### src/rtl/experiar_pkg.sv
package experiar_pkg;

	// Bus widths
	parameter int WB_DATA_WIDTH = 32;
	parameter int WB_SEL_WIDTH = WB_DATA_WIDTH / 8;

	// Master word address and the part passed on to a slave
	parameter int MASTER_ADR_WIDTH = 28;
	parameter int SLAVE_ADR_WIDTH = 24;

	// Upper master address bits pick the slave slot
	parameter int SLOT_WIDTH = MASTER_ADR_WIDTH - SLAVE_ADR_WIDTH;

	// One 32x512 macro
	parameter int SRAM_ADDRESS_SIZE = 9;

	typedef logic [WB_DATA_WIDTH-1:0] wb_data_t;
	typedef logic [WB_SEL_WIDTH-1:0] wb_sel_t;
	typedef logic [MASTER_ADR_WIDTH-1:0] master_adr_t;
	typedef logic [SLAVE_ADR_WIDTH-1:0] slave_adr_t;
	typedef logic [SRAM_ADDRESS_SIZE-1:0] sram_addr_t;
	typedef logic [SLOT_WIDTH-1:0] slot_t;

	// Address map, everything above slot 1 is unmapped
	parameter slot_t SLOT_MEMORY0 = 4'd0;
	parameter slot_t SLOT_MEMORY1 = 4'd1;

endpackage

### src/rtl/wb_interconnect.sv
module wb_interconnect (
	input  logic                      wb_clk_i,
	input  logic                      rst_n_i,

	// Caravel master
	input  logic                      wb_cyc_i,
	input  logic                      wb_stb_i,
	input  logic                      wb_we_i,
	input  experiar_pkg::wb_sel_t     wb_sel_i,
	input  experiar_pkg::wb_data_t    wb_data_i,
	input  experiar_pkg::master_adr_t wb_adr_i,
	output logic                      wb_ack_o,
	output logic                      wb_error_o,
	output experiar_pkg::wb_data_t    wb_data_o,

	// Core 0 memory
	output logic                      mem0_cyc_o,
	output logic                      mem0_stb_o,
	output logic                      mem0_we_o,
	output experiar_pkg::wb_sel_t     mem0_sel_o,
	output experiar_pkg::slave_adr_t  mem0_adr_o,
	output experiar_pkg::wb_data_t    mem0_data_o,
	input  logic                      mem0_ack_i,
	input  experiar_pkg::wb_data_t    mem0_data_i,

	// Core 1 memory
	output logic                      mem1_cyc_o,
	output logic                      mem1_stb_o,
	output logic                      mem1_we_o,
	output experiar_pkg::wb_sel_t     mem1_sel_o,
	output experiar_pkg::slave_adr_t  mem1_adr_o,
	output experiar_pkg::wb_data_t    mem1_data_o,
	input  logic                      mem1_ack_i,
	input  experiar_pkg::wb_data_t    mem1_data_i
);

	experiar_pkg::slot_t slot;
	experiar_pkg::slot_t response_slot;
	logic                request;
	logic                slot_mem0;
	logic                slot_mem1;

	// Slot is the top nibble of the word address
	assign slot = wb_adr_i[experiar_pkg::MASTER_ADR_WIDTH-1 -: experiar_pkg::SLOT_WIDTH];
	assign slot_mem0 = slot == experiar_pkg::SLOT_MEMORY0;
	assign slot_mem1 = slot == experiar_pkg::SLOT_MEMORY1;
	assign request = wb_cyc_i && wb_stb_i;

	// Request fields go to both memories, only the strobe is decoded
	assign mem0_cyc_o = wb_cyc_i;
	assign mem0_stb_o = wb_stb_i && slot_mem0;
	assign mem0_we_o = wb_we_i;
	assign mem0_sel_o = wb_sel_i;
	assign mem0_adr_o = wb_adr_i[experiar_pkg::SLAVE_ADR_WIDTH-1:0];
	assign mem0_data_o = wb_data_i;

	assign mem1_cyc_o = wb_cyc_i;
	assign mem1_stb_o = wb_stb_i && slot_mem1;
	assign mem1_we_o = wb_we_i;
	assign mem1_sel_o = wb_sel_i;
	assign mem1_adr_o = wb_adr_i[experiar_pkg::SLAVE_ADR_WIDTH-1:0];
	assign mem1_data_o = wb_data_i;

	// Remember where the response of this request will come from
	always_ff @(posedge wb_clk_i) begin
		if (!rst_n_i) begin
			response_slot <= experiar_pkg::SLOT_MEMORY0;
			wb_error_o <= 1'b0;
		end else begin
			wb_error_o <= request && !slot_mem0 && !slot_mem1;
			if (request) begin
				response_slot <= slot;
			end
		end
	end

	// Response routing by the slot of the previous request
	always_comb begin
		case (response_slot)
			experiar_pkg::SLOT_MEMORY0: begin
				wb_ack_o = mem0_ack_i;
				wb_data_o = mem0_data_i;
			end
			experiar_pkg::SLOT_MEMORY1: begin
				wb_ack_o = mem1_ack_i;
				wb_data_o = mem1_data_i;
			end
			default: begin
				// Unmapped, the error flop answers instead
				wb_ack_o = 1'b0;
				wb_data_o = '0;
			end
		endcase
	end

endmodule

### config.mk
export PLATFORM = sky130hd
export DESIGN_NAME = wb_interconnect
export DESIGN_NICKNAME = d
export VERILOG_FILES = /design/src/rtl/experiar_pkg.sv /design/src/rtl/wb_interconnect.sv
export SDC_FILE = /design/constraint.sdc
export NUM_CORES = 1
export LEC_CHECK = 0
export ABC_AREA = 1
export ABC_CLOCK_PERIOD_IN_PS = 1000
export BUFFER_PORTS_ARGS = -buffer_cell sky130_fd_sc_hd__buf_2
export CAP_MARGIN = 0
export CELL_PAD_IN_SITES_DETAIL_PLACEMENT = 1
export CELL_PAD_IN_SITES_GLOBAL_PLACEMENT = 2
export CORE_ASPECT_RATIO = 1.25
export CORE_UTILIZATION = 10
export DETAILED_ROUTE_END_ITERATION = 16
export PLACE_DENSITY_LB_ADDON = 0.1
export SLEW_MARGIN = 10
export SYNTH_ARGS = -nofsm -noshare
export SYNTH_HDL_FRONTEND = slang
export SYNTH_SLANG_ARGS = --single-unit
### constraint.sdc
create_clock -name wb_clk_i -period 1 [get_ports wb_clk_i]
set_input_delay 0.05 -clock wb_clk_i [delete_from_list [all_inputs] [get_ports wb_clk_i]]
set_output_delay 0.05 -clock wb_clk_i [all_outputs]
set_load 0.1 [all_outputs]
==> metrics, run 1 <==
hold path cells 3; Buffers on Ports approximately 110; min-delay src wb_adr_i[25]; Synth cell types 12; Final Max Tran Viols 0; vias in the first global route between 1500 and 2000; commonest non-fill, non-tap cell in the layout buf_2; Num Clock Sinks 5; H-tree depth 1; synthesized cell area 1700 µm²; commonest non-fill, non-tap cells in the layout buf_2, nand3_2, buf_12, nand2_4, nand3_4; root buffer selected by CTS clkbuf_16; average cell area after synthesis approximately 6.2 µm²; Yosys reg bits 5; Final Non-Filler Cells 490; register area share after synthesis 0.0588; pwr dens 1340 nW/µm²; delay of the slowest cell on the worst path 320 ps; worst slew pin tran between 400 and 500 ps; Setup TNS -14220 ps; DP HPWL just over 5000 µm; area leader, netlist buf_4; WP data required 950 ps; first-pass iteration count of the detailed router 4; Inst Count DP 474; Fillers roughly 1900; startpoint types flop; GP Congestion a little over 0.6; core area approximately 17000 µm²; Reg clk slew, reported paths approximately 30 ps; RSZ-0062 raised after global routing true; post-synth net total approximately 410; grt ovf 0; die width 119 µm; Critical Path Sink Type primary output; DRC violations left 0; Pleak 1.33 nW; final worst path period need about 1500 ps; DRT iter0 DRCs 26; WL/cell 15.5 µm; CTS tree yes; CP max-delay cell dfxtp_2; Clock Tree Buf Depth 2; hold slack final 72.0 ps; Setup-failing EPs final 33; reg-to-reg startpoint response_slot[0]; Post-Route WL 7580 µm; failing checks setup timing; CP Cell Sequence nor2_4 > buf_12 > buf_12 > nand3_1 > nand2_4 > buf_12; Post-Synthesis Cells 273; Peak VDD IR 0.707 mV; initial core utilization 0.102; initial antenna violation count 1; hold_buf cts 0; vias per cell ~3.3; top-area cell type share of the netlist area 0.564; GR Util All Layers 0.0675; status finished with violations; headroom to the max-slew limit 0.679; largest net degree at the start of global routing 44; number of nets in the layout 405; area grow syn2layout 87.1%; first-pass GRT wire length around 9200 µm; Clk Latency, worst-skew pair 220 ps; die area between 15000 and 20000 µm²; Max Cap Violations 0; Reg2Reg Depth 5; fmax 688 MHz; crit path launch response_slot[2]; total CTS buffers 3; Hold Crit Class input pin to flop; critical path class flop to primary output; clock skew 0 ps; Setup WS post-layout -453 ps; layout cell share with drive strength beyond 1 0.877; Critical Path AT 1400 ps; Fin. Hold Viols 0; Yosys warnings 0; fin crit share 1.45; row count 53; Final ANT Viol Nets 0; Synth area leaders buf_4, nand3_1, nand2_1; IO Pins 295; peak fanout along the critical path 10; CP dominant cell by count buf_12; Die H 148 µm; via count approximately 1600
-- cell usage after synthesis --
| cell type | count |
|---|---|
| buf_4 | 128 |
| nand3_1 | 68 |
| nand2_1 | 42 |
| nor2_1 | 11 |
| buf_2 | 8 |
| dfxtp_1 | 5 |
| inv_1 | 5 |
| nor2_2 | 2 |
| a21oi_1 | 1 |
| buf_6 | 1 |
| inv_2 | 1 |
| nor2_4 | 1 |
-- kinds of logic after synthesis --
kind of cell           share of synthesized area
buffers and inverters                      0.608
DFF                                       0.0588
AOI/OAI and AO/OA                        0.00294
and+or+nand+nor                            0.331
-- final cells by class --
type                       instances  area (µm²)  area share
tap                              220         275      0.0864
sequential                         5         105      0.0330
antenna                            1        2.50    0.000785
clock buffer                       4        78.8      0.0247
timing repair buffer             129        1450       0.453
inverter                           6        22.5     0.00707
multi-input combinational        125        1260       0.395
-- power breakdown --
group          switching [mW]  total, mW  internal, mW
Clock                   0.128      0.656         0.528
Sequential             0.0146      0.231         0.216
Combinational            2.13       3.38          1.25
Total                    2.27       4.27          1.99
-- per-stage QoR --
step,total power [mW],util,setup slack [ps],area (µm²)
final,4.27,0.191,-453,3190
after global routing,4.42,0.191,-503,3180
after CTS,3.85,0.154,-461,2570
after detailed placement,3.17,0.148,-243,2470
after global placement,3.17,0.148,-241,2470
after floorplan,4.37,-,-136,2010
-- flip-flops by register name, summed over array words and instances (netlist names) --
signal and count:
response_slot 4, wb_error_o 1
-- worst paths after layout --
kind	slack, ps	to
worst max-delay path	-450	wb_data_o[9]
worst min-delay path	70	response_slot[1]
worst max register to register	230	response_slot[0]
worst min register to register	540	response_slot[3]
-- worst max-delay path: cells and delay by family, from the launching register on --
family                 cells  cell delay [ps]
buffers and inverters      3              480
AND/OR/NAND/NOR            3              370
flip-flops                 1              320
-- layer usage --
metal | up-vias | share of wire | track usage
li1 | 743 | - | -
met1 | 767 | 0.33 | 0.0649
met2 | 72 | 0.56 | 0.129
met3 | 31 | 0.071 | 0.0181
met4 | 0 | 0.036 | 0.0380
met5 | - | 0 | 0
-- timing repair --
action	CTS	global route
pin swaps	0	25
gates resized for setup	6	79
buffers inserted	0	2
setup endpoints to repair	33	33
cloned	0	9
No activity file was read; power rests on OpenSTA's default activity.
==> run 2, diff against run 1 <==
- ABC_AREA: 1 -> default
- CORE_UTILIZATION: 10 -> 11
==> run 2 against run 1 <==
Effect of this change: the run still ends with setup timing left; critical endpoint is now wb_data_o[15]; highest routed layer unchanged; sequential share of layout area grew 0.77 points; combinational power shrank 21%; non-clock buffer count shrank 7; fmax shrank 4.0%; die area shrank 10%.
==> metrics, run 2 <==
status finished with violations (unchanged); failing checks setup timing (unchanged); Setup-failing EPs final 33 (unchanged); core area 15000 µm² (was 16700 µm²); Setup WS post-layout -513 ps (was -453 ps); IO Pins 295 (unchanged); antenna fix cells 0 (was 1); Clock Tree Buf Depth 2 (unchanged); CTS tree yes (unchanged); Yosys warnings 0 (unchanged); RSZ-0062 raised after global routing true (unchanged); critical path class flop to primary output (unchanged); GP Congestion 0.598 (was 0.619); DP HPWL 5050 µm (was 5180 µm); CP delay by family, top simple AND/OR/NAND/NOR gates (was buffers and inverters); Fin. Hold Viols 0 (unchanged); average cell area after synthesis 7.55 µm² (was 6.24 µm²); startpoint types flop (unchanged); Setup Buffers After CTS 0 (unchanged); Commonest cells post-synth buf_4, mux2i_1, nor2_1, dfxtp_1 (was buf_4, nand3_1, nand2_1, nor2_1, buf_2); Clk pwr share 0.186 (was 0.154); Largest register FFs 4 (unchanged); Reg with most FFs response_slot (unchanged); number of nets in the layout 351 (was 405); hold slack final 100 ps (was 72.0 ps); GR Util All Layers 0.0702 (was 0.0675); DRT iter0 DRCs 28 (was 26); post-synth net total 357 (was 408); headroom to the max-slew limit 0.802 (was 0.679); Largest regs response_slot: 4 flops, wb_error_o: 1 flops (unchanged); commonest non-fill, non-tap cell in the layout buf_2 (unchanged); CP dominant cell by count buf_12 (unchanged); hold_buf cts 0 (unchanged); layout cell share with drive strength beyond 1 0.763 (was 0.877); WL/cell 14.3 µm (was 15.5 µm); pwr dens 1400 nW/µm² (was 1340 nW/µm²); synthesized cell area 1680 µm² (was 1700 µm²); first-pass GRT wire length 8310 µm (was 9250 µm); Die H 140 µm (was 148 µm); Clk Latency, worst-skew pair 230 ps (was 220 ps); top_reg_cell synth dfxtp_1 (unchanged); Sw Ratio 0.517 (was 0.533); fmax 661 MHz (was 688 MHz); Pleak 0.996 nW (was 1.33 nW); Synth cell types 18 (was 12); vias per cell 3.27 (was 3.29); Post-synth ARST share 0 (unchanged); CP max-delay cell or3_4 (was dfxtp_2); top-count cell post-synth buf_4 (unchanged); initial core utilization 0.112 (was 0.102); Max Cap Violations 0 (unchanged); Hold Crit Class input pin to primary output (was input pin to flop); Num Clock Sinks 5 (unchanged); dpl ws -284 ps (was -243 ps); Synth area leaders buf_4, mux2i_1, nor2_1 (was buf_4, nand3_1, nand2_1); Buffers on Ports 111 (unchanged); commonest non-fill, non-tap cells in the layout buf_2, buf_12, nor2_4, mux2i_1, buf_4 (was buf_2, nand3_2, buf_12, nand2_4, nand3_4); crit path buf inv count 2 (was 3); Final Max Tran Viols 0 (unchanged); via count 1297 (was 1613); Setup TNS -16420 ps (was -14220 ps); first-pass iteration count of the detailed router 4 (unchanged); Peak VDD IR 0.338 mV (was 0.707 mV); die area 15700 µm² (was 17600 µm²); worst slew pin tran 288 ps (was 484 ps); root buffer selected by CTS clkbuf_16 (unchanged); vias in the first global route 1377 (was 1637); Post-synth EDFFs 0 (unchanged); Post-Synthesis Cells 222 (was 273); Critical Path AT 1460 ps (was 1400 ps); initial antenna violation count 0 (was 1); final std cell area, no fill 2520 µm² (was 3190 µm²); CP Cell Sequence or3_4 > buf_12 > nor2_4 > buf_12 (was nor2_4 > buf_12 > buf_12 > nand3_1 > nand2_4 > buf_12); clock skew 0 ps (unchanged); row count 50 (was 53); sequential share of power 0.062 (was 0.054); Reg clk slew, reported paths 30 ps (about the same); final worst path period need 1510 ps (was 1450 ps); final core utilization 0.169 (was 0.191); Critical Path Sink Type primary output (unchanged); total CTS buffers 3 (unchanged); die width 112 µm (was 119 µm); top-area cell type share of the netlist area 0.555 (was 0.564); fin crit share 1.51 (was 1.45); largest net degree at the start of global routing 23 (was 44); register area share after synthesis 0.0597 (was 0.0588); Post-Route WL 5700 µm (was 7580 µm); H-tree depth 1 (unchanged); combinational fraction of design power 0.753 (was 0.792); peak fanout along the critical path 10 (unchanged); Yosys reg bits 5 (unchanged); sw power 1.83 mW (was 2.27 mW); delay of the slowest cell on the worst path 430 ps (was 320 ps); Int Power 1.71 mW (was 1.99 mW); DRC violations left 0 (unchanged); Final ANT Viol Nets 0 (unchanged); Cell Area, Placed 2440 µm² (was 2470 µm²); area grow syn2layout 50.6% (was 87.1%); WP data required 950 ps (about the same); area leader, netlist buf_4 (unchanged); grt ovf 0 (unchanged)
==> run 2: changes by cell type after synthesis, moves of 3 or more <==
cell,previous run,this run
nand3_1,68,0
nand2_1,42,4
mux2i_1,0,33
nor2_1,11,32
inv_1,5,0
buf_2,8,4
buf_4,128,124
nand4_1,0,4
o21ai_0,0,4
buf_8,0,3
==> run 2: repair_timing <==
action / in CTS / in global routing
resized for setup: 0 / 2
hold endpoints to repair: 0 / 0
setup endpoints to repair: 33 / 33
==> run 2: worst register-to-register path: cells and delay by family, from the launching register on <==
family | cells | cell delay [ps]
flops | 1 | 360
simple gates | 1 | 60
compound gates | 1 | 170
buf+inv | 1 | 160
==> run 2: worst paths after layout <==
kind,endpoint,startpoint,depth (start not counted),slack [ps]
worst max register to register,response_slot[0],response_slot[0],3,160
worst min-delay path,mem0_adr_o[2],wb_adr_i[2],0,100
worst min register to register,response_slot[1],response_slot[1],2,460
worst max-delay path,wb_data_o[15],response_slot[1],4,-510
==> run 2: per-stage QoR <==
stage	instances	total power, mW
finish	397	3.54
global route	397	3.66
CTS	397	3.58
detailed placement	393	2.91
global placement	393	2.92
floorplan	222	4.24
==> run 2: final cells by class <==
| cell class | count | area [µm²] |
|---|---|---|
| Clock buffer | 4 | 78.8 |
| Multi-Input combinational cell | 84 | 845 |
| Sequential cell | 5 | 103 |
| Timing Repair Buffer | 122 | 1270 |
| Tap cell | 182 | 228 |
| Fill cell | 1721 | 12400 |
==> run 2: kinds of logic after synthesis <==
group,count (synthesis),share of synthesized area
buf+inv,133,0.603
mux,33,0.197
simple gates,46,0.122
compound gates,5,0.0179
flops,5,0.0597
==> run 2: routing by layer <==
layer | part of all wire | global-route usage
met4 | 0.077 | 0.0674
met2 | 0.44 | 0.114
met1 | 0.35 | 0.0682
met3 | 0.13 | 0.0268
met5 | 0 | 0
==> run 2: power groups by stage <==
stage                     registers [mW]  clock network (mW)  logic (mW)
after detailed placement           0.222                   0        2.69
final                              0.219               0.657        2.66
after floorplan                    0.228                   0        4.01
after global routing               0.220               0.690        2.75
after global placement             0.222                   0        2.70
after CTS                          0.219               0.667        2.69
